File: config.mk
export PLATFORM = sky130hd
export DESIGN_NAME = legv8_regfile
export DESIGN_NICKNAME = d
export VERILOG_FILES = /design/src/verilog/legv8_pkg.sv /design/src/verilog/legv8_regfile.sv
export VERILOG_INCLUDE_DIRS = /design/src /design/src/verilog
export SDC_FILE = /design/constraint.sdc
export NUM_CORES = 2
export LEC_CHECK = 0
export BUFFER_PORTS_ARGS = -buffer_cell sky130_fd_sc_hd__buf_2
export CAP_MARGIN = 20
export CORE_MARGIN = 5
export CORE_UTILIZATION = 41
export DETAILED_ROUTE_END_ITERATION = 8
export GPL_TIMING_DRIVEN = 0
export PLACE_DENSITY = 0.63
export SETUP_SLACK_MARGIN = 0.1
export SLEW_MARGIN = 10
export SYNTH_ARGS = -nofsm -noshare
export SYNTH_HDL_FRONTEND = slang
export SYNTH_SLANG_ARGS = --single-unit
File: constraint.sdc
create_clock -name CLOCK -period 2.4 [get_ports CLOCK]
set_clock_uncertainty 0.1 [all_clocks]
set_input_delay 0.24 -clock CLOCK [delete_from_list [all_inputs] [get_ports CLOCK]]
set_output_delay 0.24 -clock CLOCK [all_outputs]
set_load 0.05 [all_outputs]
File: src/verilog/legv8_config.svh
`ifndef LEGV8_CONFIG_SVH
`define LEGV8_CONFIG_SVH

// Datapath and address width
`define LEGV8_XLEN 64

`define LEGV8_INSTR_W 32

// Architectural registers, XZR included
`define LEGV8_REG_COUNT 32

`define LEGV8_ZERO_REG 31

// Byte step between instructions
`define LEGV8_PC_STEP 4

`define LEGV8_RESET_PC 0

`endif
File: src/verilog/legv8_pkg.sv
`include "legv8_config.svh"

package legv8_pkg;

  typedef logic [`LEGV8_XLEN-1:0] xlen_t;
  typedef logic [`LEGV8_INSTR_W-1:0] instr_t;
  typedef logic [$clog2(`LEGV8_REG_COUNT)-1:0] reg_idx_t;
  typedef logic [10:0] opcode_t;                 // instr[31:21]
  typedef logic [3:0] alu_ctl_t;
  typedef logic [1:0] fwd_sel_t;

  // ALU function codes
  localparam alu_ctl_t ALU_AND = 4'b0000;
  localparam alu_ctl_t ALU_OR  = 4'b0001;
  localparam alu_ctl_t ALU_ADD = 4'b0010;
  localparam alu_ctl_t ALU_SUB = 4'b0110;
  localparam alu_ctl_t ALU_XOR = 4'b1101;

  // Operand source for forwarding
  localparam fwd_sel_t FWD_REG   = 2'b00;
  localparam fwd_sel_t FWD_MEMWB = 2'b01;
  localparam fwd_sel_t FWD_EXMEM = 2'b10;

  // R-type opcodes
  localparam opcode_t OPC_ADD  = 11'b10001011000;
  localparam opcode_t OPC_SUB  = 11'b11001011000;
  localparam opcode_t OPC_AND  = 11'b10001010000;
  localparam opcode_t OPC_ORR  = 11'b10101010000;
  localparam opcode_t OPC_EOR  = 11'b11001010000;

  // D-type opcodes
  localparam opcode_t OPC_LDUR = 11'b11111000010;
  localparam opcode_t OPC_STUR = 11'b11111000000;

  // I-type prefixes, matched against instr[31:22]
  localparam logic [9:0] OPC_ADDI = 10'b1001000100;
  localparam logic [9:0] OPC_SUBI = 10'b1101000100;
  localparam logic [9:0] OPC_ANDI = 10'b1001001000;
  localparam logic [9:0] OPC_ORRI = 10'b1011001000;
  localparam logic [9:0] OPC_EORI = 10'b1101001000;

endpackage

File: src/verilog/legv8_regfile.sv
`include "legv8_config.svh"

module legv8_regfile (
  input  logic                 CLOCK,
  input  logic                 arst_n,
  input  logic                 wb_en,
  input  legv8_pkg::reg_idx_t  rd_idx_a,
  input  legv8_pkg::reg_idx_t  rd_idx_b,
  input  legv8_pkg::reg_idx_t  wb_idx,
  input  legv8_pkg::xlen_t     wb_data,
  output legv8_pkg::xlen_t     rd_data_a,
  output legv8_pkg::xlen_t     rd_data_b
);

  localparam legv8_pkg::reg_idx_t XZR = `LEGV8_ZERO_REG;

  legv8_pkg::xlen_t regs [`LEGV8_REG_COUNT];

  // XZR first, then same-cycle writeback, then stored value
  function automatic legv8_pkg::xlen_t read_port(input legv8_pkg::reg_idx_t idx);
    if (idx == XZR) return '0;
    if (wb_en && wb_idx == idx) return wb_data;
    return regs[idx];
  endfunction

  always_ff @(posedge CLOCK or negedge arst_n) begin
    if (!arst_n) begin
      for (int i = 0; i < `LEGV8_REG_COUNT; i++) begin
        regs[i] <= legv8_pkg::xlen_t'(i);   // Xi holds i out of reset
      end
    end else if (wb_en && wb_idx != XZR) begin
      regs[wb_idx] <= wb_data;
    end
  end

  always_comb rd_data_a = read_port(rd_idx_a);
  always_comb rd_data_b = read_port(rd_idx_b);

endmodule

==> results_dict.tcl <==
set metrics [dict create \
    outcome "finished, violations left" \
    violations "hold timing, setup timing" \
    yosys_register_bits 2048 \
    io_buffer_count 195 \
    rsz0062_at_grt "true" \
    netlist_instances 7080 \
    pin_count 210 \
    yosysTopAreaCell "dfrtp_1" \
    relSlewSlack_pct 13.17 \
    hold_path_class "in -> async" \
    swShare_pct 28.87 \
    fin_crit_sh_pct 135.3 \
    dr_total_vias 72769 \
    antenna_found_initial 42 \
    grt_usage_pct 27.39 \
    cts_tree "done" \
    power.switching_mw 31.02 \
    regMostFlops "regs" \
    finalInstanceArea_mm2 0.1293 \
    post_drt_wl_per_cell_um 33.84 \
    place_congestion 0.9093 \
    nets 7749 \
    p_per_area_mw_per_mm2 831.0 \
    grt_max_degree 154 \
    cp.required_ns 2.06 \
    syn_nets 7162 \
    synth_edf_count 0 \
    ys.warnings.count 0 \
    clk_latency_ns 0.87 \
    fin_hold_ws_ns -0.7613 \
    layout-drive-gt1-share_pct 57.12 \
    grt_pass1_wl_um 554300 \
    wl_um 386500 \
    start_util_pct 41.10 \
    largest_reg_flops 2048 \
    leakagePower_nw 55.52 \
    p_int_mw 76.42 \
    cts-buffers-inserted 220 \
    clk_path_buf_depth 4 \
    final_cells 11422 \
    fp.dieH_um 527.8 \
    path_clk_slew_ns 0.06 \
    fill_cells 22815 \
    final_antenna_net_count 0 \
    regArea_mm2 0.05135 \
    die_w_um 527.8 \
    setup_ws_ns -0.8480 \
    power.share.clock_pct 33.1 \
    ir_drop_mv 0.7144 \
    synthTopCellsByArea "dfrtp_1 45%, mux4_2 21%, mux2_2 19%, mux2i_1 2.9%, mux2_1 2.2%" \
    worstPathMaxFanout 3 \
    pwr-share-comb_pct 24.1 \
    avgViaCountPerCell 6.371 \
    yosysTopAreaCellShare_pct 44.80 \
    htreeDepth 4 \
    multi_input_area_mm2 0.05691 \
    dp_hpwl_um 279300 \
    p_seq_share_pct 42.9 \
    clock-sinks 2048 \
    die-area_mm2 0.2785 \
    drc 0 \
    setup_viol 128 \
    reg.largest.list "regs: 2048 flops" \
    row_count 190 \
    finalWorstPathRequiredPeriod_ns 3.248 \
    tightest_slew_ns 1.299 \
    pre_cts_ws_ns -2.485 \
    synth.distinct_cells 55 \
    setup.worst_path.end_class "output port" \
    criticalPathCategory "reg -> out" \
    max_freq_mhz 307.9 \
    crit_path_start_kind "flop" \
    synth-seq-area-share_pct 46.72 \
    drtIter0Drc 7568 \
    clock-root-buffer "clkbuf_16" \
    async_reset_ff_share_pct 100.0 \
    ys.flop_type "dfrtp_1" \
    overflow 0 \
    drv_slew 0 \
    synth_area_mm2 0.1099 \
    synth_area_per_cell_um2 15.52 \
    arrival_ns 2.91 \
    drt-pass1-iter-count 6 \
    first_global_vias 76574 \
    drv_cap 0 \
    hold_viol 559 \
    dpl-instance-area_mm2 0.1171 \
    core-area_mm2 0.2674 \
    syn_to_final_growth_pct 17.62 \
    place_inst 10865 \
]
## layer usage
metal / GRT usage [%] / up-vias / part of all wire (%)
met2: 40.60 / 3268 / 44
met5: 0 / - / 0.042
met3: 7.726 / 756 / 9.3
met1: 37.28 / 39982 / 41
met4: 13.21 / 24 / 5.5
li1: - / 28739 / -
## final cells by class
| cell class | count | share of cell area, % |
|---|---|---|
| Multi-Input combinational cell | 4189 | 44.02 |
| Sequential cell | 2048 | 39.72 |
| Clock buffer | 318 | 5.015 |
| Buffer | 837 | 3.751 |
| Tap cell | 3552 | 3.437 |
| Timing Repair Buffer | 367 | 3.290 |
| Clock inverter | 76 | 0.6968 |
| Antenna cell | 31 | 0.06000 |
| Inverter | 4 | 0.01161 |
## worst paths after layout
check	slack (ns)	end	depth (start not counted)	from
min reg2reg	0.36	regs[3]	1	regs[3]
max	-0.85	rd_data_a[1]	6	regs[769]
min	-0.76	regs[237]	1	arst_n
max reg2reg	1.27	regs[288]	3	regs[288]
max in group asynchronous	0.60	regs[1080]	3	arst_n
min in group CLOCK	0.09	regs[1688]	3	wb_data[24]
## cell usage after synthesis, drive strengths merged, types with 63 or more instances
cell type and number:
buf 399, clkbuf 440, dfrtp 1968, dfstp 80, mux2 2049, mux2i 321, mux4 1022, nand3 64
nor2 152, o2111a 63, o21ai 117, o22ai 254
## cells in the final DEF (no fill, tap or decap), drive strengths merged, types with 3 or more instances in the layout
cell | Yosys | routed
o21ai | 117 | 117
mux2 | 2049 | 2049
nor4 | 8 | 8
mux2i | 321 | 321
diode | 0 | 31
xor2 | 8 | 8
nand3b | 3 | 3
nor3 | 4 | 4
clkinvlp | 0 | 5
clkinv | 1 | 48
inv | 3 | 8
clkbuf | 440 | 759
dfrtp | 1968 | 1968
nor2b | 6 | 6
dlygate4sd3 | 0 | 73
nand3 | 64 | 64
bufinv | 0 | 19
clkdlybuf4s15 | 0 | 4
nor2 | 152 | 152
nor3b | 4 | 4
nand2 | 27 | 27
dfstp | 80 | 80
o211ai | 5 | 5
nor4b | 58 | 58
buf | 399 | 686
mux4 | 1022 | 1022
nand2b | 4 | 4
o22ai | 254 | 254
or2 | 3 | 3
o2111a | 63 | 63
## cells by family after synthesis
family | synth area share [%]
compound gates | 2.731
xor+xnor | 0.07969
buf+inv | 3.627
flops | 46.72
mux | 44.86
simple gates | 1.991
## repair_timing
| item | CTS | global route |
|---|---|---|
| hold endpoints to repair | 1996 | 126 |
| cloned | 0 | 2 |
| hold buffers | 69 | 7 |
| endpoints found under the setup margin | 128 | 430 |
| buffers inserted | 28 | 18 |
| pin swaps | 80 | 58 |
| resized for setup | 958 | 128 |
## power by group through the flow
stage                     Sequential [mW]  Clock, mW  Combinational, mW
after floorplan                      44.7          0               17.8
after global placement               46.0          0               22.7
after detailed placement             46.5          0               23.6
after CTS                            45.8       35.9               25.6
after global routing                 46.8       37.2               27.3
final                                46.1       35.5               25.8
## metrics by stage
stage,util (%),total power [mW],TNS [ns]
global placement,43.41,68.66,-
CTS,48.01,107.3,-81.04
finish,48.34,107.4,-77.06
global route,48.32,111.3,-82.09
detailed placement,43.77,70.10,-986.00
floorplan,-,62.54,-0.8901
## worst max-delay path, stage by stage (launching register included)
cell	delay (ns)
dfstp_2	0.55
mux4_2	0.24
mux2i_1	0.07
mux2i_1	0.26
nor2_2	0.08
nor4b_4	0.56
buf_6	0.24
Note: power is estimated with default switching activity, not from simulation.
