**config.mk**
```make
export PLATFORM = sky130hd
export DESIGN_NAME = legv8_decode
export DESIGN_NICKNAME = d
export VERILOG_FILES = /design/src/verilog/legv8_pkg.sv /design/src/verilog/legv8_decode.sv
export VERILOG_INCLUDE_DIRS = /design/src /design/src/verilog
export SDC_FILE = /design/constraint.sdc
export NUM_CORES = 1
export LEC_CHECK = 0
export ABC_AREA = 0
export ABC_CLOCK_PERIOD_IN_PS = 5400
export BUFFER_PORTS_ARGS = -buffer_cell sky130_fd_sc_hd__buf_4
export CAP_MARGIN = 20
export CORE_AREA = 2 2 152 154
export DETAILED_ROUTE_END_ITERATION = 7
export DIE_AREA = 0 0 154 156
export GPL_ROUTABILITY_DRIVEN = 0
export PLACE_DENSITY = 0.53
export SETUP_SLACK_MARGIN = 0.4
export SYNTH_ARGS = -nofsm -noshare
export SYNTH_HDL_FRONTEND = slang
export SYNTH_SLANG_ARGS = --single-unit
```
**constraint.sdc**
```tcl
create_clock -name CLOCK -period 5.4 [get_ports CLOCK]
set_input_delay 1.08 -clock CLOCK [delete_from_list [all_inputs] [get_ports CLOCK]]
set_output_delay 1.08 -clock CLOCK [all_outputs]
set_load 0.01 [all_outputs]
```
**src/verilog/legv8_config.svh**
```systemverilog
`ifndef LEGV8_CONFIG_SVH
`define LEGV8_CONFIG_SVH

// Datapath and address width
`define LEGV8_XLEN 64

`define LEGV8_INSTR_W 32

// Architectural registers, XZR included
`define LEGV8_REG_COUNT 32

`define LEGV8_ZERO_REG 31

// Byte step between instructions
`define LEGV8_PC_STEP 4

`define LEGV8_RESET_PC 0

`endif
```
**src/verilog/legv8_pkg.sv**
```systemverilog
`include "legv8_config.svh"

package legv8_pkg;

  typedef logic [`LEGV8_XLEN-1:0] xlen_t;
  typedef logic [`LEGV8_INSTR_W-1:0] instr_t;
  typedef logic [$clog2(`LEGV8_REG_COUNT)-1:0] reg_idx_t;
  typedef logic [10:0] opcode_t;                 // instr[31:21]
  typedef logic [3:0] alu_ctl_t;
  typedef logic [1:0] fwd_sel_t;

  // ALU function codes
  localparam alu_ctl_t ALU_AND = 4'b0000;
  localparam alu_ctl_t ALU_OR  = 4'b0001;
  localparam alu_ctl_t ALU_ADD = 4'b0010;
  localparam alu_ctl_t ALU_SUB = 4'b0110;
  localparam alu_ctl_t ALU_XOR = 4'b1101;

  // Operand source for forwarding
  localparam fwd_sel_t FWD_REG   = 2'b00;
  localparam fwd_sel_t FWD_MEMWB = 2'b01;
  localparam fwd_sel_t FWD_EXMEM = 2'b10;

  // R-type opcodes
  localparam opcode_t OPC_ADD  = 11'b10001011000;
  localparam opcode_t OPC_SUB  = 11'b11001011000;
  localparam opcode_t OPC_AND  = 11'b10001010000;
  localparam opcode_t OPC_ORR  = 11'b10101010000;
  localparam opcode_t OPC_EOR  = 11'b11001010000;

  // D-type opcodes
  localparam opcode_t OPC_LDUR = 11'b11111000010;
  localparam opcode_t OPC_STUR = 11'b11111000000;

  // I-type prefixes, matched against instr[31:22]
  localparam logic [9:0] OPC_ADDI = 10'b1001000100;
  localparam logic [9:0] OPC_SUBI = 10'b1101000100;
  localparam logic [9:0] OPC_ANDI = 10'b1001001000;
  localparam logic [9:0] OPC_ORRI = 10'b1011001000;
  localparam logic [9:0] OPC_EORI = 10'b1101001000;

endpackage

```
**src/verilog/legv8_decode.sv**
```systemverilog
`include "legv8_config.svh"

module legv8_decode (
  input  logic                  CLOCK,
  input  logic                  arst_n,
  input  legv8_pkg::instr_t     if_instr,
  input  legv8_pkg::xlen_t      rd_data_a,
  input  legv8_pkg::xlen_t      rd_data_b,
  output legv8_pkg::reg_idx_t   rd_idx_a,
  output legv8_pkg::reg_idx_t   rd_idx_b,
  output logic                  stall,
  output legv8_pkg::alu_ctl_t   ex_alu_ctl,
  output logic                  ex_use_imm,
  output logic                  ex_mem_read,
  output logic                  ex_mem_write,
  output logic                  ex_reg_write,
  output legv8_pkg::xlen_t      ex_opnd_a,
  output legv8_pkg::xlen_t      ex_opnd_b,
  output legv8_pkg::xlen_t      ex_imm,
  output legv8_pkg::reg_idx_t   ex_src_a,
  output legv8_pkg::reg_idx_t   ex_src_b,
  output legv8_pkg::reg_idx_t   ex_dst
);

  localparam legv8_pkg::reg_idx_t XZR = `LEGV8_ZERO_REG;

  legv8_pkg::opcode_t  opc;
  legv8_pkg::alu_ctl_t dec_alu_ctl;
  logic                dec_use_imm;
  logic                dec_mem_read;
  logic                dec_mem_write;
  logic                dec_reg_write;
  legv8_pkg::xlen_t    dec_imm;
  legv8_pkg::xlen_t    i_imm;
  legv8_pkg::xlen_t    d_imm;
  logic                uses_a;
  logic                uses_b;

  assign opc   = if_instr[31:21];
  assign i_imm = {{(`LEGV8_XLEN-12){1'b0}}, if_instr[21:10]};        // ALU_immediate
  assign d_imm = {{(`LEGV8_XLEN-9){if_instr[20]}}, if_instr[20:12]};  // DT_address

  always_comb begin
    dec_alu_ctl   = legv8_pkg::ALU_ADD;
    dec_use_imm   = 1'b0;
    dec_mem_read  = 1'b0;
    dec_mem_write = 1'b0;
    dec_reg_write = 1'b0;
    dec_imm       = i_imm;
    case (opc)
      legv8_pkg::OPC_ADD: dec_reg_write = 1'b1;
      legv8_pkg::OPC_SUB: begin
        dec_reg_write = 1'b1;
        dec_alu_ctl   = legv8_pkg::ALU_SUB;
      end
      legv8_pkg::OPC_AND: begin
        dec_reg_write = 1'b1;
        dec_alu_ctl   = legv8_pkg::ALU_AND;
      end
      legv8_pkg::OPC_ORR: begin
        dec_reg_write = 1'b1;
        dec_alu_ctl   = legv8_pkg::ALU_OR;
      end
      legv8_pkg::OPC_EOR: begin
        dec_reg_write = 1'b1;
        dec_alu_ctl   = legv8_pkg::ALU_XOR;
      end
      legv8_pkg::OPC_LDUR: begin
        dec_reg_write = 1'b1;
        dec_mem_read  = 1'b1;
        dec_use_imm   = 1'b1;
        dec_imm       = d_imm;
      end
      legv8_pkg::OPC_STUR: begin
        dec_mem_write = 1'b1;
        dec_use_imm   = 1'b1;
        dec_imm       = d_imm;
      end
      default: begin
        dec_reg_write = 1'b1;            // Cleared again below if no I-type hit
        dec_use_imm   = 1'b1;
        case (opc[10:1])
          legv8_pkg::OPC_ADDI: dec_alu_ctl = legv8_pkg::ALU_ADD;
          legv8_pkg::OPC_SUBI: dec_alu_ctl = legv8_pkg::ALU_SUB;
          legv8_pkg::OPC_ANDI: dec_alu_ctl = legv8_pkg::ALU_AND;
          legv8_pkg::OPC_ORRI: dec_alu_ctl = legv8_pkg::ALU_OR;
          legv8_pkg::OPC_EORI: dec_alu_ctl = legv8_pkg::ALU_XOR;
          default: begin
            dec_reg_write = 1'b0;        // Unknown encoding
            dec_use_imm   = 1'b0;
          end
        endcase
      end
    endcase
  end

  // Rt replaces Rm as second read port for STUR
  assign rd_idx_a = if_instr[9:5];
  assign rd_idx_b = (opc == legv8_pkg::OPC_STUR) ? if_instr[4:0] : if_instr[20:16];

  // Only real register reads count toward a load-use hazard
  assign uses_a = dec_reg_write | dec_mem_write;
  assign uses_b = uses_a & (~dec_use_imm | dec_mem_write);

  assign stall = ex_mem_read && (ex_dst != XZR) &&
                 ((uses_a && ex_dst == rd_idx_a) || (uses_b && ex_dst == rd_idx_b));

  // ID/EX control, bubble on stall
  always_ff @(posedge CLOCK or negedge arst_n) begin
    if (!arst_n) begin
      ex_mem_read  <= 1'b0;
      ex_mem_write <= 1'b0;
      ex_reg_write <= 1'b0;
    end else begin
      ex_mem_read  <= dec_mem_read & ~stall;
      ex_mem_write <= dec_mem_write & ~stall;
      ex_reg_write <= dec_reg_write & ~stall;
    end
  end

  // ID/EX payload
  always_ff @(posedge CLOCK) begin
    ex_alu_ctl <= dec_alu_ctl;
    ex_use_imm <= dec_use_imm;
    ex_opnd_a  <= rd_data_a;
    ex_opnd_b  <= rd_data_b;
    ex_imm     <= dec_imm;
    ex_src_a   <= rd_idx_a;
    ex_src_b   <= rd_idx_b;
    ex_dst     <= if_instr[4:0];
  end

endmodule

```
==> flow_summary.json <==
{
  "status": "finished clean",
  "wl_per_cell_um": 17.0,
  "die_area_mm2": 0.0240,
  "start_util": 0.195,
  "gr-total-overflow": 0,
  "hold_viol": 0,
  "worst-path-buf-inv": 2,
  "crit_chain": "buf_4 -> or3b_4 -> nor4_4 -> mux2i_1 -> xnor2_1 -> a2111oi_4 -> o21a_1 -> buf_4",
  "end_kind": "output pin",
  "syn_area_mm2": 0.00436,
  "fmax_mhz": 230,
  "synth_top_family_by_area": "buffers and inverters",
  "syn_area_per_cell_um2": 13.5,
  "cts_made_buffers": 17,
  "post_synth_and_or_nand_nor_area_fraction": 0.0809,
  "grt_pass1_wl_mm": 22.2,
  "setup_tns_ns": 0,
  "ys_warn_count": 0,
  "critPathKind": "input pin to output pin",
  "setup_viol": 0,
  "post-dp-hpwl_mm": 13.5,
  "rows": 55,
  "setup_ws_ns": 1.06,
  "synth_cell_types": 33,
  "crit_slowest_cell": "nor4_4",
  "cts_buffer_depth": 2,
  "path_clk_slew_ns": 0.07,
  "cpMostUsedCell": "buf_4",
  "coreArea_mm2": 0.0224,
  "power.total_mw": 2.79,
  "grt_pass1_vias": 3284,
  "relSlewSlack": 0.475,
  "grt_antenna_before_repair": 0,
  "ant_nets": 0,
  "die_height_um": 156,
  "slew_viol_final": 0,
  "clk_latency_ns": 0.42,
  "root_buffer": "clkbuf_16",
  "rsz0062_at_grt": "no",
  "synthArstFlopShare": 0.0183,
  "drc": 0,
  "syn_to_final_growth_pct": 78.7,
  "via_count": 3370,
  "synth_xor_area_frac": 0.0281,
  "drt_pass1_iterations": 4,
  "critPathLaunchType": "input pin",
  "drt_iter0_drc": 121,
  "postCtsSetupRepairBufs": 0,
  "wl_mm": 16.4,
  "portBuffers": 387,
  "synth-adder-area-share": 0,
  "netlist_instances": 323,
  "cts_hold_buf": 0,
  "synth_top_area_cell": "dfxtp_1",
  "syn-num-nets": 485,
  "yosysSeqAreaShare": 0.756,
  "max_stage_delay_ns": 0.48,
  "leakagePower_nw": 3.85,
  "synth-compound-area-share": 0.0169,
  "cts_htree_levels": 4,
  "crit_required_ns": 4.32,
  "peakVddDrop_mv": 0.183,
  "clock_skew_ns": 0.0121,
  "synth_common_cells": "dfxtp_1 (161), buf_4 (56), nand2_1 (36), xnor2_1 (8), xor2_1 (6)",
  "min_period_ns": 4.34,
  "hold_path.class": "input pin to async pin",
  "crit_family": "simple AND/OR/NAND/NOR gates",
  "cts_tree": "built",
  "tightest_slew_ns": 0.781,
  "synth_area_leaders": "dfxtp_1 (74%), buf_4 (9.6%), nand2_1 (3.1%), dfrtp_1 (1.7%), xnor2_1 (1.6%)",
  "via_per_inst": 3.48,
  "pre_cts_slack_ns": 1.02,
  "worst_ep_arrival_time_ns": 3.26,
  "ys.flop_type": "dfxtp_1",
  "drive_above_1_share": 0.625,
  "dieWidth_um": 154,
  "grt_max_degree": 53,
  "antenna_cells": 0,
  "ctsResizeCount": 0,
  "synth_most_common_cell": "dfxtp_1",
  "ios": 388,
  "synth.area.mux_share": 0.0143,
  "ys_ff_latch": 164,
  "clock_sinks": 164,
  "nNetsFinal": 832,
  "maxCapViolCount": 0,
  "powerDensity_mw_per_mm2": 357,
  "period_share": 0.804,
  "grt_usage": 0.129,
  "worst-path-max-fanout": 5,
  "synth-edff-count": 0,
  "synthDominantCellAreaShare": 0.739
}
==> registers in the layout, indices dropped and copies added (netlist names) <==
name and flops:
ex_dst 5, ex_src_b 5, ex_src_a 5, ex_alu_ctl 4, ex_mem_read 1, ex_mem_write 1, ex_imm 13, ex_opnd_b 64
ex_use_imm 1, ex_opnd_a 64, ex_reg_write 1
==> logic make-up (layout without fill, tap and decap cells) <==
group	after synthesis	count (layout)
DFF	164	164
muxes	6	6
buffers and inverters	64	424
and+or+nand+nor	67	67
xor gates and xnor gates	14	14
AOI/OAI and AO/OA	8	8
==> layer usage <==
layer | routed length, um | up-vias | GRT usage
li1 | - | 1665 | -
met5 | 0 | - | 0
met3 | 1360 | 12 | 0.0539
met2 | 8740 | 159 | 0.225
met4 | 180 | 0 | 0.0414
met1 | 6160 | 1534 | 0.142
==> through the flow <==
stage	cell area, um2	std cells	hold WS, ns	utilization
floorplan	4360	323	0.784	-
global placement	7190	936	0.874	0.322
detailed placement	7190	936	0.876	0.322
CTS	7790	968	0.413	0.348
global route	7790	968	0.411	0.348
finish	7790	968	0.434	0.348
==> cells in the final DEF, fill, tap and decap left out, types with 2 or more instances in the layout <==
| cell | netlist | layout |
|---|---|---|
| xor2_1 | 6 | 6 |
| inv_1 | 4 | 4 |
| nor3_1 | 3 | 3 |
| nor2_1 | 5 | 5 |
| dfxtp_1 | 161 | 161 |
| clkinv_8 | 0 | 2 |
| clkinv_2 | 0 | 2 |
| nand3_1 | 5 | 5 |
| clkinv_4 | 0 | 3 |
| nand2_1 | 36 | 36 |
| dfrtp_1 | 3 | 3 |
| mux2i_1 | 4 | 4 |
| clkbuf_8 | 0 | 2 |
| inv_8 | 0 | 2 |
| and2_1 | 2 | 2 |
| xnor2_1 | 8 | 8 |
| mux2_1 | 2 | 2 |
| clkbuf_16 | 0 | 17 |
| nor3b_1 | 3 | 3 |
| o21ai_0 | 3 | 3 |
| nand4_1 | 2 | 2 |
| inv_6 | 0 | 2 |
| nand2b_1 | 2 | 2 |
| buf_4 | 56 | 388 |
==> final timing paths <==
kind / start / end / slack [ns] / depth (start not counted)
setup / recovery: if_instr[21] / stall / 1.06 / 8
min in group CLOCK: rd_data_a[58] / ex_opnd_a[58]$_DFF_P_ / 0.74 / 1
setup reg to reg: ex_dst[1]$_DFF_P_ / ex_mem_read$_DFF_PN0_ / 3.37 / 5
hold / removal: arst_n / ex_mem_read$_DFF_PN0_ / 0.43 / 1
max in group asynchronous: arst_n / ex_reg_write$_DFF_PN0_ / 4.86 / 1
hold reg to reg: ex_dst[3]$_DFF_P_ / ex_mem_write$_DFF_PN0_ / 0.89 / 3
==> final cells by class <==
class / instances / area [um2]
fill: 2228 / 14600
clock buffer: 19 / 453
timing repair buffer: 388 / 2910
clock inverter: 13 / 146
sequential: 164 / 3300
inverter: 4 / 15.0
tap: 285 / 357
multi-input combinational: 95 / 612
==> power breakdown <==
group | internal (mW) | switching, mW
Sequential | 1.27 | 0.0206
Combinational | 0.161 | 0.107
Clock | 0.677 | 0.548
Total | 2.11 | 0.675
No activity file was read; power rests on OpenSTA's default activity.
