### src/verilog/legv8_config.svh
`ifndef LEGV8_CONFIG_SVH
`define LEGV8_CONFIG_SVH

// Datapath and address width
`define LEGV8_XLEN 64

`define LEGV8_INSTR_W 32

// Architectural registers, XZR included
`define LEGV8_REG_COUNT 32

`define LEGV8_ZERO_REG 31

// Byte step between instructions
`define LEGV8_PC_STEP 4

`define LEGV8_RESET_PC 0

`endif
### src/verilog/legv8_pkg.sv
`include "legv8_config.svh"

package legv8_pkg;

  typedef logic [`LEGV8_XLEN-1:0] xlen_t;
  typedef logic [`LEGV8_INSTR_W-1:0] instr_t;
  typedef logic [$clog2(`LEGV8_REG_COUNT)-1:0] reg_idx_t;
  typedef logic [10:0] opcode_t;                 // instr[31:21]
  typedef logic [3:0] alu_ctl_t;
  typedef logic [1:0] fwd_sel_t;

  // ALU function codes
  localparam alu_ctl_t ALU_AND = 4'b0000;
  localparam alu_ctl_t ALU_OR  = 4'b0001;
  localparam alu_ctl_t ALU_ADD = 4'b0010;
  localparam alu_ctl_t ALU_SUB = 4'b0110;
  localparam alu_ctl_t ALU_XOR = 4'b1101;

  // Operand source for forwarding
  localparam fwd_sel_t FWD_REG   = 2'b00;
  localparam fwd_sel_t FWD_MEMWB = 2'b01;
  localparam fwd_sel_t FWD_EXMEM = 2'b10;

  // R-type opcodes
  localparam opcode_t OPC_ADD  = 11'b10001011000;
  localparam opcode_t OPC_SUB  = 11'b11001011000;
  localparam opcode_t OPC_AND  = 11'b10001010000;
  localparam opcode_t OPC_ORR  = 11'b10101010000;
  localparam opcode_t OPC_EOR  = 11'b11001010000;

  // D-type opcodes
  localparam opcode_t OPC_LDUR = 11'b11111000010;
  localparam opcode_t OPC_STUR = 11'b11111000000;

  // I-type prefixes, matched against instr[31:22]
  localparam logic [9:0] OPC_ADDI = 10'b1001000100;
  localparam logic [9:0] OPC_SUBI = 10'b1101000100;
  localparam logic [9:0] OPC_ANDI = 10'b1001001000;
  localparam logic [9:0] OPC_ORRI = 10'b1011001000;
  localparam logic [9:0] OPC_EORI = 10'b1101001000;

endpackage

### src/verilog/legv8_fetch.sv
`include "legv8_config.svh"

module legv8_fetch (
  input  logic               CLOCK,
  input  logic               arst_n,
  input  logic               stall,
  input  legv8_pkg::instr_t  instr,
  output legv8_pkg::xlen_t   pc,
  output legv8_pkg::xlen_t   if_pc,
  output legv8_pkg::instr_t  if_instr
);

  localparam legv8_pkg::xlen_t PC_STEP  = `LEGV8_PC_STEP;
  localparam legv8_pkg::xlen_t RESET_PC = `LEGV8_RESET_PC;

  // Program counter
  always_ff @(posedge CLOCK or negedge arst_n) begin
    if (!arst_n) begin
      pc <= RESET_PC;
    end else if (!stall) begin
      pc <= pc + PC_STEP;
    end
  end

  // IF/ID register, frozen on load-use
  always_ff @(posedge CLOCK or negedge arst_n) begin
    if (!arst_n) begin
      if_pc    <= RESET_PC;
      if_instr <= '0;                    // All-zero decodes as bubble
    end else if (!stall) begin
      if_pc    <= pc;
      if_instr <= instr;
    end
  end

endmodule

### config.mk
export PLATFORM = sky130hd
export DESIGN_NAME = legv8_fetch
export DESIGN_NICKNAME = d
export VERILOG_FILES = /design/src/verilog/legv8_pkg.sv /design/src/verilog/legv8_fetch.sv
export VERILOG_INCLUDE_DIRS = /design/src /design/src/verilog
export SDC_FILE = /design/constraint.sdc
export NUM_CORES = 1
export LEC_CHECK = 0
export ABC_AREA = 1
export BUFFER_PORTS_ARGS = -buffer_cell sky130_fd_sc_hd__buf_4
export CAP_MARGIN = 10
export CORE_MARGIN = 2
export CORE_UTILIZATION = 35
export CTS_CLUSTER_SIZE = 14
export DETAILED_ROUTE_END_ITERATION = 12
export GPL_ROUTABILITY_DRIVEN = 0
export GPL_TIMING_DRIVEN = 0
export SYNTH_ARGS = -nofsm -noshare
export SYNTH_HDL_FRONTEND = slang
export SYNTH_SLANG_ARGS = --single-unit
### constraint.sdc
create_clock -name CLOCK -period 1.7 [get_ports CLOCK]
set_clock_uncertainty 0.05 [all_clocks]
set_input_delay 0.17 -clock CLOCK [delete_from_list [all_inputs] [get_ports CLOCK]]
set_output_delay 0.17 -clock CLOCK [all_outputs]
set_load 0.05 [all_outputs]
==> results of run 1 <==
-- synth_stat cells --
cell type  instances  area [µm²]
inv_2              7        26.3
o21ai_1            2        10.0
conb_1             1        3.75
nand2_2           15        93.8
buf_1              5        18.8
nor2_1            72         270
inv_1             74         278
nand3_1           30         150
o21ai_0           42         210
nand4_1           22         138
buf_4              4        30.0
nor4_1             1        6.26
nor3b_1            2        15.0
and2_1             1        6.26
nor3_1             6        30.0
nor2_2            17         106
nor3b_4            1        18.8
clkbuf_1           9        33.8
ha_1               1        12.5
xor2_1            39         342
nand2_1          332        1250
dfrtp_1          156        3900
buf_2              7        35.0
nor3_2             1        10.0
nand2_4            4        45.0
nand3b_1           2        15.0
nand3_2            1        10.0
nor2_4            15         169
-- logic make-up after synthesis --
logic type,Yosys count,share of synthesized area
AND/OR/NAND/NOR,522,0.322
flip-flops,156,0.540
buffers and inverters,106,0.0583
AO/OA/AOI/OAI,44,0.0304
XOR/XNOR,39,0.0472
adder cells (fa/ha/maj),1,0.00173
other,1,0.000518
-- worst max-delay path: cells and delay by family, from the launching register on --
family	cells	cell delay (ns)
and+or+nand+nor	8	0.94
DFF	1	0.40
adders and majority gates	1	0.16
buffers and inverters	1	0.04
-- power by group --
part / internal (W) / switching (W) / total, W
registers: 0.00399 / 0.000236 / 0.00422
logic: 0.000677 / 0.00158 / 0.00226
clock network: 0.00220 / 0.00154 / 0.00375
total: 0.00687 / 0.00336 / 0.0102
-- worst max path at each step --
stage	from	endpoint	slack, ns	cells past startpoint
after floorplan	pc[50]	pc[59]	0.002	7
after global placement	arst_n	pc[4]	-0.66	1
after detailed placement	pc[2]	pc[54]	-0.09	10
after CTS	pc[2]	pc[54]	-0.009	10
after global routing	pc[2]	pc[58]	-0.07	10
final	pc[2]	pc[58]	0.01	10
-- metrics by stage --
stage | util | setup WS [ns]
4_1_cts | 0.497 | -0.00889
6_report | 0.509 | 0.0134
3_3_place_gp | 0.448 | -0.659
2_1_floorplan | - | 0.00161
5_1_grt | 0.509 | -0.0668
3_5_place_dp | 0.449 | -0.0867
-- per-layer routing --
metal / part of all wire / wire length [µm]
met3: 0.068 / 1510
met1: 0.45 / 9970
met2: 0.46 / 10200
met5: 0 / 0
met4: 0.015 / 329
-- area by class of cell --
type | count | area share
Sequential cell | 156 | 0.383
Multi-Input combinational cell | 610 | 0.298
Timing Repair Buffer | 246 | 0.190
Clock buffer | 22 | 0.0441
Tap cell | 270 | 0.0328
Inverter | 81 | 0.0297
Clock inverter | 10 | 0.0115
Buffer | 25 | 0.0114
-- sequential cells by signal, summed over array words and instances (netlist names) --
name	cells
pc	62
if_pc	62
if_instr	32
-- timing repair --
item,4_1_cts,5_1_grt
pin swaps,2,9
hold buffers,33,0
buffers inserted,4,18
resized for setup,7,34
endpoints found under the hold margin,92,0
setup endpoints to repair,7,20
==> metrics list, run 1 <==
* Result of the run: complete, no violations
- Min-Delay Endpoint: pc[4]
* Pwr Density: 992 nW/µm²
- In this run the most used layer during global routing was met2.
* Final-layout fill cell count: 1940
- Inserted Diodes: 0
- Number of global-route vias before repair: 6167
- Data on the critical path arrives at its endpoint at 1.95 ns.
- Pin placement for this block handled 195 I/O pins.
- The number of antenna violations at the first check in global routing is 0.
* Total wire length: 22.0 mm
- Cell at the root of the clock tree: clkbuf_16
- In the routed design, unresolved DRC markers number 0.
- Once placement completed, the tool counted placed cells totaling 1333.
* Total number of clock tree sinks: 156
- Cell variety after synth: 28
- Antenna Violating Nets Remaining: 0
* Worst Tran Pin Value: 0.730 ns
- Across the run, the number of max-cap violations was 0.
* Deepest clock path buffer count: 2
- The H-tree generated during clock tree synthesis spans 4 levels.
* Finish-stage setup viols: 0
* Leading cell type in the layout, fill and taps excluded: nand2_1
- GRT Util Overall: 0.204
- Starting DRT DRC Count: 426
* Hold path startpoint: stall
- From left edge to right edge, the die measures 148 µm.
- Across all hold checks on the routed design, the worst slack comes to 0.190 ns.
- Standby leakage power: 5.32 nW
- Initial standard-cell utilization of the core: 0.357
- Critical register-to-register path endpoint: pc[58]
- Total count of hold-check failures in the final report: 0
* Total Nets Final: 1173
- Number of buffers created by CTS: 17
- Relative area change from synthesis to final layout: 42.5%
* Post-synth design cell area: 7230 µm²
- The total area inside the core boundary comes to 20200 µm².
* Wire length of the first global-routing pass: 34.4 mm
- Sequential cell area: 3950 µm²
- CP endpoint kind: flop
* Final total negative setup slack: 0 ns
- The worst register-to-register path begins at pc[2].
- Number of synthesized register bits: 156
* Synthesized netlist cell count: 869
* Setup Crit Path Kind: reg2reg
- Dividing the detail-routed wire length by the instance count gives 15.5 µm.
* Worst-path cell with the longest stage delay: dfrtp_2
- Met2 Track Usage GR: 0.317
- Critical Path, Cell by Cell: ha_4, nand2_4, nor2_4, nand2_4, nor2_4, nand2_4, nor2_4, nand3_1, nand2_1, inv_1
- Mean Syn Cell Area: 8.32 µm²
* Detailed-route via count: 6516
- Final worst path period share: 0.992
- Along the worst hold path, the cell count comes to 5.
* Required @ worst endpoint: 1.97 ns
- Slowest Stage Delay on Critical Path: 0.40 ns
* Yosys Warn Count: 0
- Area taken by multi-input logic gates: 3070 µm²
* Register-to-register path setup slack: 0.01 ns
- Post-place instance area: 9090 µm²
* Clock transition at the registers of the reported paths: 0.06 ns
- The tightest min-delay check is of the in2reg type.
- Global routing finished with a remaining overflow of 0.
- Clock tree from TritonCTS: done
- In the layout the commonest cells are 329 x nand2_1, 215 x buf_4, 123 x dfrtp_1.
* Largest net degree at the start of global routing: 97
- For this run, global-route usage on met3 was measured as 0.0583.
- Final-report max-slew violation count: 0
- Once layout is done, the placed cells without fillers occupy 10300 µm².
- For this run, the number of standard cells in the final layout without fillers is 1420.
- Of all nets on the critical path, the largest fanout is 4.
- Once detailed placement completed, the half-perimeter wirelength came to 16.0 mm.
* Setup repair after global routing missed its margin: yes
- For this run, global-route usage on met1 was measured as 0.281.
- Number of cell rows: 52
* Drt via density: 4.59
- Sequential-to-total area share from yosys stat: 0.540
* Area of the die: 21800 µm²
* Shortest period the worst path allows: 1.69 ns
* Upper clock frequency limit: 0.593 GHz
- Startpoint type of the worst setup path: flop
- Worst slew slack as a fraction of its limit: 0.513
* FF-to-FF path depth: 10
- First-pass detailed-route iteration total: 7
- Overall power of the completed layout: 0.0102 W
- In the final layout, the share of cells above drive strength 1 is 0.322.
* Clk Latency, worst-skew pair: 0.42 ns
- Buffers placed on the I/O ports in this run total 190.
* Worst IR Drop VDD: 0.682 mV
* Die height: 148 µm
Power figures use the tool's default switching activity.
==> inputs of run 2 (changes only) <==
--- a/config.mk
+++ b/config.mk
@@ -9,8 +9,9 @@
 export ABC_AREA = 1
 export BUFFER_PORTS_ARGS = -buffer_cell sky130_fd_sc_hd__buf_4
 export CAP_MARGIN = 10
-export CORE_MARGIN = 2
+export CORE_MARGIN = 3
 export CORE_UTILIZATION = 35
+export CTS_BUF_LIST = sky130_fd_sc_hd__clkbuf_8 sky130_fd_sc_hd__clkbuf_16
 export CTS_CLUSTER_SIZE = 14
 export DETAILED_ROUTE_END_ITERATION = 12
 export GPL_ROUTABILITY_DRIVEN = 0
==> constraint.sdc (replaced) <==
create_clock -name CLOCK -period 2 [get_ports CLOCK]
set_clock_uncertainty 0.05 [all_clocks]
set_input_delay 0.2 -clock CLOCK [delete_from_list [all_inputs] [get_ports CLOCK]]
set_output_delay 0.2 -clock CLOCK [all_outputs]
set_load 0.05 [all_outputs]
==> run 2 against run 1 <==
  * Sequential power decreased by 15%
  * Via count decreased by 1.9%
  * Critical path depth decreased by 1
  * Global-route usage decreased by 0.54 points
  * Total power decreased by 17%
  * Flip-flop and latch count unchanged
  * Utilization decreased by 0.98 points
  * Critical path type unchanged
  * Largest power group unchanged
==> metrics list, run 2 (synthesis results as in run 1) <==
* Result of the run: complete, no violations (unchanged)
- The maximum count of clock buffers along a single path came to 2 (unchanged).
- Cell at the root of the clock tree: clkbuf_16 (unchanged)
- Total count of hold-check failures in the final report: 0 (unchanged)
- Number of global-route vias before repair: 6402 (was 6167)
- Inserted Diodes: 0 (unchanged)
- The synthesis-to-finish area growth was 37.5% (was 42.5%).
- Utilization after layout: 0.500 (was 0.509)
- Post-DP HPWL: 16.4 mm (was 16.0 mm)
- The top-level port count was 195 (unchanged).
* Final worst path period share: 0.940 (was 0.992)
- The worst-case headroom to the max-slew limit was 0.550 (was 0.513).
- The leading cell type in the layout, fill and taps excluded is nand2_1 (unchanged).
- The total grt overflow is 0 (unchanged).
- The worst path buffer plus inverter count came to 2 (was 1).
* Pwr Density: 858 nW/µm² (was 992 nW/µm²)
* Starting DRT DRC Count: 370 (was 426)
* Met2 Track Usage GR: 0.316 (was 0.317)
- The class of the tightest hold or removal check is in2reg (unchanged).
- CP endpoint kind: flop (unchanged)
- First-pass detailed-route iteration total: 4 (was 7)
* Required @ worst endpoint: 2.30 ns (was 1.97 ns)
- Maximum fanout along the worst path: 7 (was 4)
- The number of antenna violations at the first check in global routing is 0 (unchanged).
- The via count was 6393 (was 6516).
- The max-cap check violation count is 0 (unchanged).
- The worst IR drop on VDD came to 0.559 mV (was 0.682 mV).
* Number of cell rows: 51 (was 52)
- Total Nets Final: 1152 (was 1173)
* Overall power of the completed layout: 0.00853 W (was 0.0102 W)
- Dominant delay contributor by cell family on the critical path: simple AND/OR/NAND/NOR gates (unchanged)
- The met3 track utilization from global routing came to 0.0575 (was 0.0583).
* Count of H-tree levels built during CTS: 4 (unchanged)
* Port Buf Inserts: 190 (unchanged)
- The die footprint was 22400 µm² (was 21800 µm²).
* Upper clock frequency limit: 0.532 GHz (was 0.593 GHz)
- The post-layout minimum cycle time was 1.88 ns (was 1.69 ns).
- Setup Crit Path Kind: reg2reg (unchanged)
* Slowest Stage Delay on Critical Path: 0.42 ns (was 0.40 ns)
- Ratio of cells with drive above 1 in the final layout: 0.264 (was 0.322)
- The clock network latency to the later pin of the worst-skew pair is 0.43 ns (was 0.42 ns).
* Global-route met1 utilization: 0.266 (was 0.281)
- The total of endpoints with negative setup slack in the final report is 0 (unchanged).
* Antenna Violating Nets Remaining: 0 (unchanged)
* Total number of clock tree sinks: 156 (unchanged)
- The cell at the slowest stage of the critical path is dfrtp_2 (unchanged).
- The global-route wire length before repair is 34.6 mm (was 34.4 mm).
- DRC violations left: 0 (unchanged)
- The overall track demand over capacity in global routing was 0.198 (was 0.204).
- The minimum setup slack after placement is 0.0680 ns (was -0.0867 ns).
* Number of buffers created by CTS: 17 (unchanged)
- Setup repair after global routing missed its margin: no (was yes).
* Commonest non-fill, non-tap cells in the layout: 331 x nand2_1, 194 x buf_4, 154 x dfrtp_1 (was 329 x nand2_1, 215 x buf_4, 123 x dfrtp_1)
- Critical Path, Cell by Cell: ha_1, nand2_2, nor2_4, nand2_4, inv_2, nand2_2, nor2_4, buf_4, xor2_1 (was ha_4, nand2_4, nor2_4, nand2_4, nor2_4, nand2_4, nor2_4, nand3_1, nand2_1, inv_1).
* Routed length per instance: 15.7 µm (was 15.5 µm)
- The final critical-path setup slack is 0.120 ns (was 0.0134 ns).
* Largest net degree at the start of global routing: 85 (was 97)
- Floorplan die width: 150 µm (was 148 µm)
- Core area: 19900 µm² (was 20200 µm²)
- Die height: 150 µm (was 148 µm)
- The detailed-route wire length was 21.8 mm (was 22.0 mm).
- Startpoint type of the worst setup path: flop (unchanged)
- Clock transition at the registers of the reported paths: 0.07 ns (was 0.06 ns)
* Layer with the highest usage after global routing: met2 (unchanged)
- The transition at the pin with the smallest max-transition slack came to 0.675 ns (was 0.730 ns).
- Crit path arrival time: 2.18 ns (was 1.95 ns)
- Initial standard-cell utilization of the core: 0.363 (was 0.357)
- Final-report max-slew violation count: 0 (unchanged)
- Top flop regs: if_pc x62, pc x62, if_instr x32 (unchanged).
- The cell count after placement was 1328 (was 1333).
* Clock tree from TritonCTS: done (unchanged)
- The vias per cell came to 4.59 (about the same).
- Standby leakage power: 5.18 nW (was 5.32 nW)
* Final cell count without fillers: 1394 (was 1420)
==> run 2: cell types whose count changed in the layout (fill, tap and decap cells not counted), sizes merged <==
cell / delta
inv: +3
buf: -21
clkinv: +1
clkinvlp: +1
bufinv: -1
clkbuf: -4
==> run 2: worst register-to-register path, cell delays in order (launching register included) <==
cell	delay [ns]
dfrtp_2	0.42
ha_1	0.24
nand2_2	0.12
nor2_4	0.14
nand2_4	0.09
inv_2	0.11
nand2_2	0.11
nor2_4	0.26
buf_4	0.16
xor2_1	0.13
==> run 2: path summary, 6_finish.rpt <==
path	start	to	slack, ns	cells past startpoint
worst min register to register	if_pc[4]	if_pc[4]	0.43	2
worst min-delay path	stall	pc[4]	0.22	5
worst max-delay path	pc[2]	pc[38]	0.12	9
min in group asynchronous	arst_n	if_pc[37]	0.27	2
max in group asynchronous	arst_n	pc[3]	0.79	3
worst max register to register	pc[2]	pc[38]	0.12	9
==> run 2: through the flow <==
| step | instance area [µm²] | setup TNS (ns) | hold slack [ns] |
|---|---|---|---|
| after floorplan | 7240 | 0 | -0.146 |
| after global placement | 9000 | -31.95 | 0.342 |
| after detailed placement | 9040 | 0 | 0.169 |
| after CTS | 9930 | 0 | 0.218 |
| after global routing | 9950 | 0 | 0.250 |
| final | 9950 | 0 | 0.221 |
==> run 2: metal layers <==
layer / vias to the layer above / share of wire
met1: 2995 / 0.45
met4: 0 / 0.013
li1: 3183 / -
met2: 194 / 0.46
met3: 21 / 0.079
met5: - / 0
==> run 2: layout make-up <==
class | count | area, µm²
sequential | 156 | 3910
clock inverter | 14 | 123
buffer | 25 | 118
tap | 265 | 332
fill | 1992 | 9960
multi-input combinational | 610 | 2930
timing repair buffer | 225 | 1800
clock buffer | 18 | 439
inverter | 81 | 304
==> run 2: repair_timing <==
item	in CTS	in global routing
resized for setup	0	4
endpoints found under the setup margin	0	4
hold buffers	33	0
setup buffers	0	1
endpoints found under the hold margin	104	0
==> run 2: power breakdown <==
part	switching, W	internal (W)
combinational	0.00132	0.000536
clock	0.00136	0.00174
sequential	0.000203	0.00338
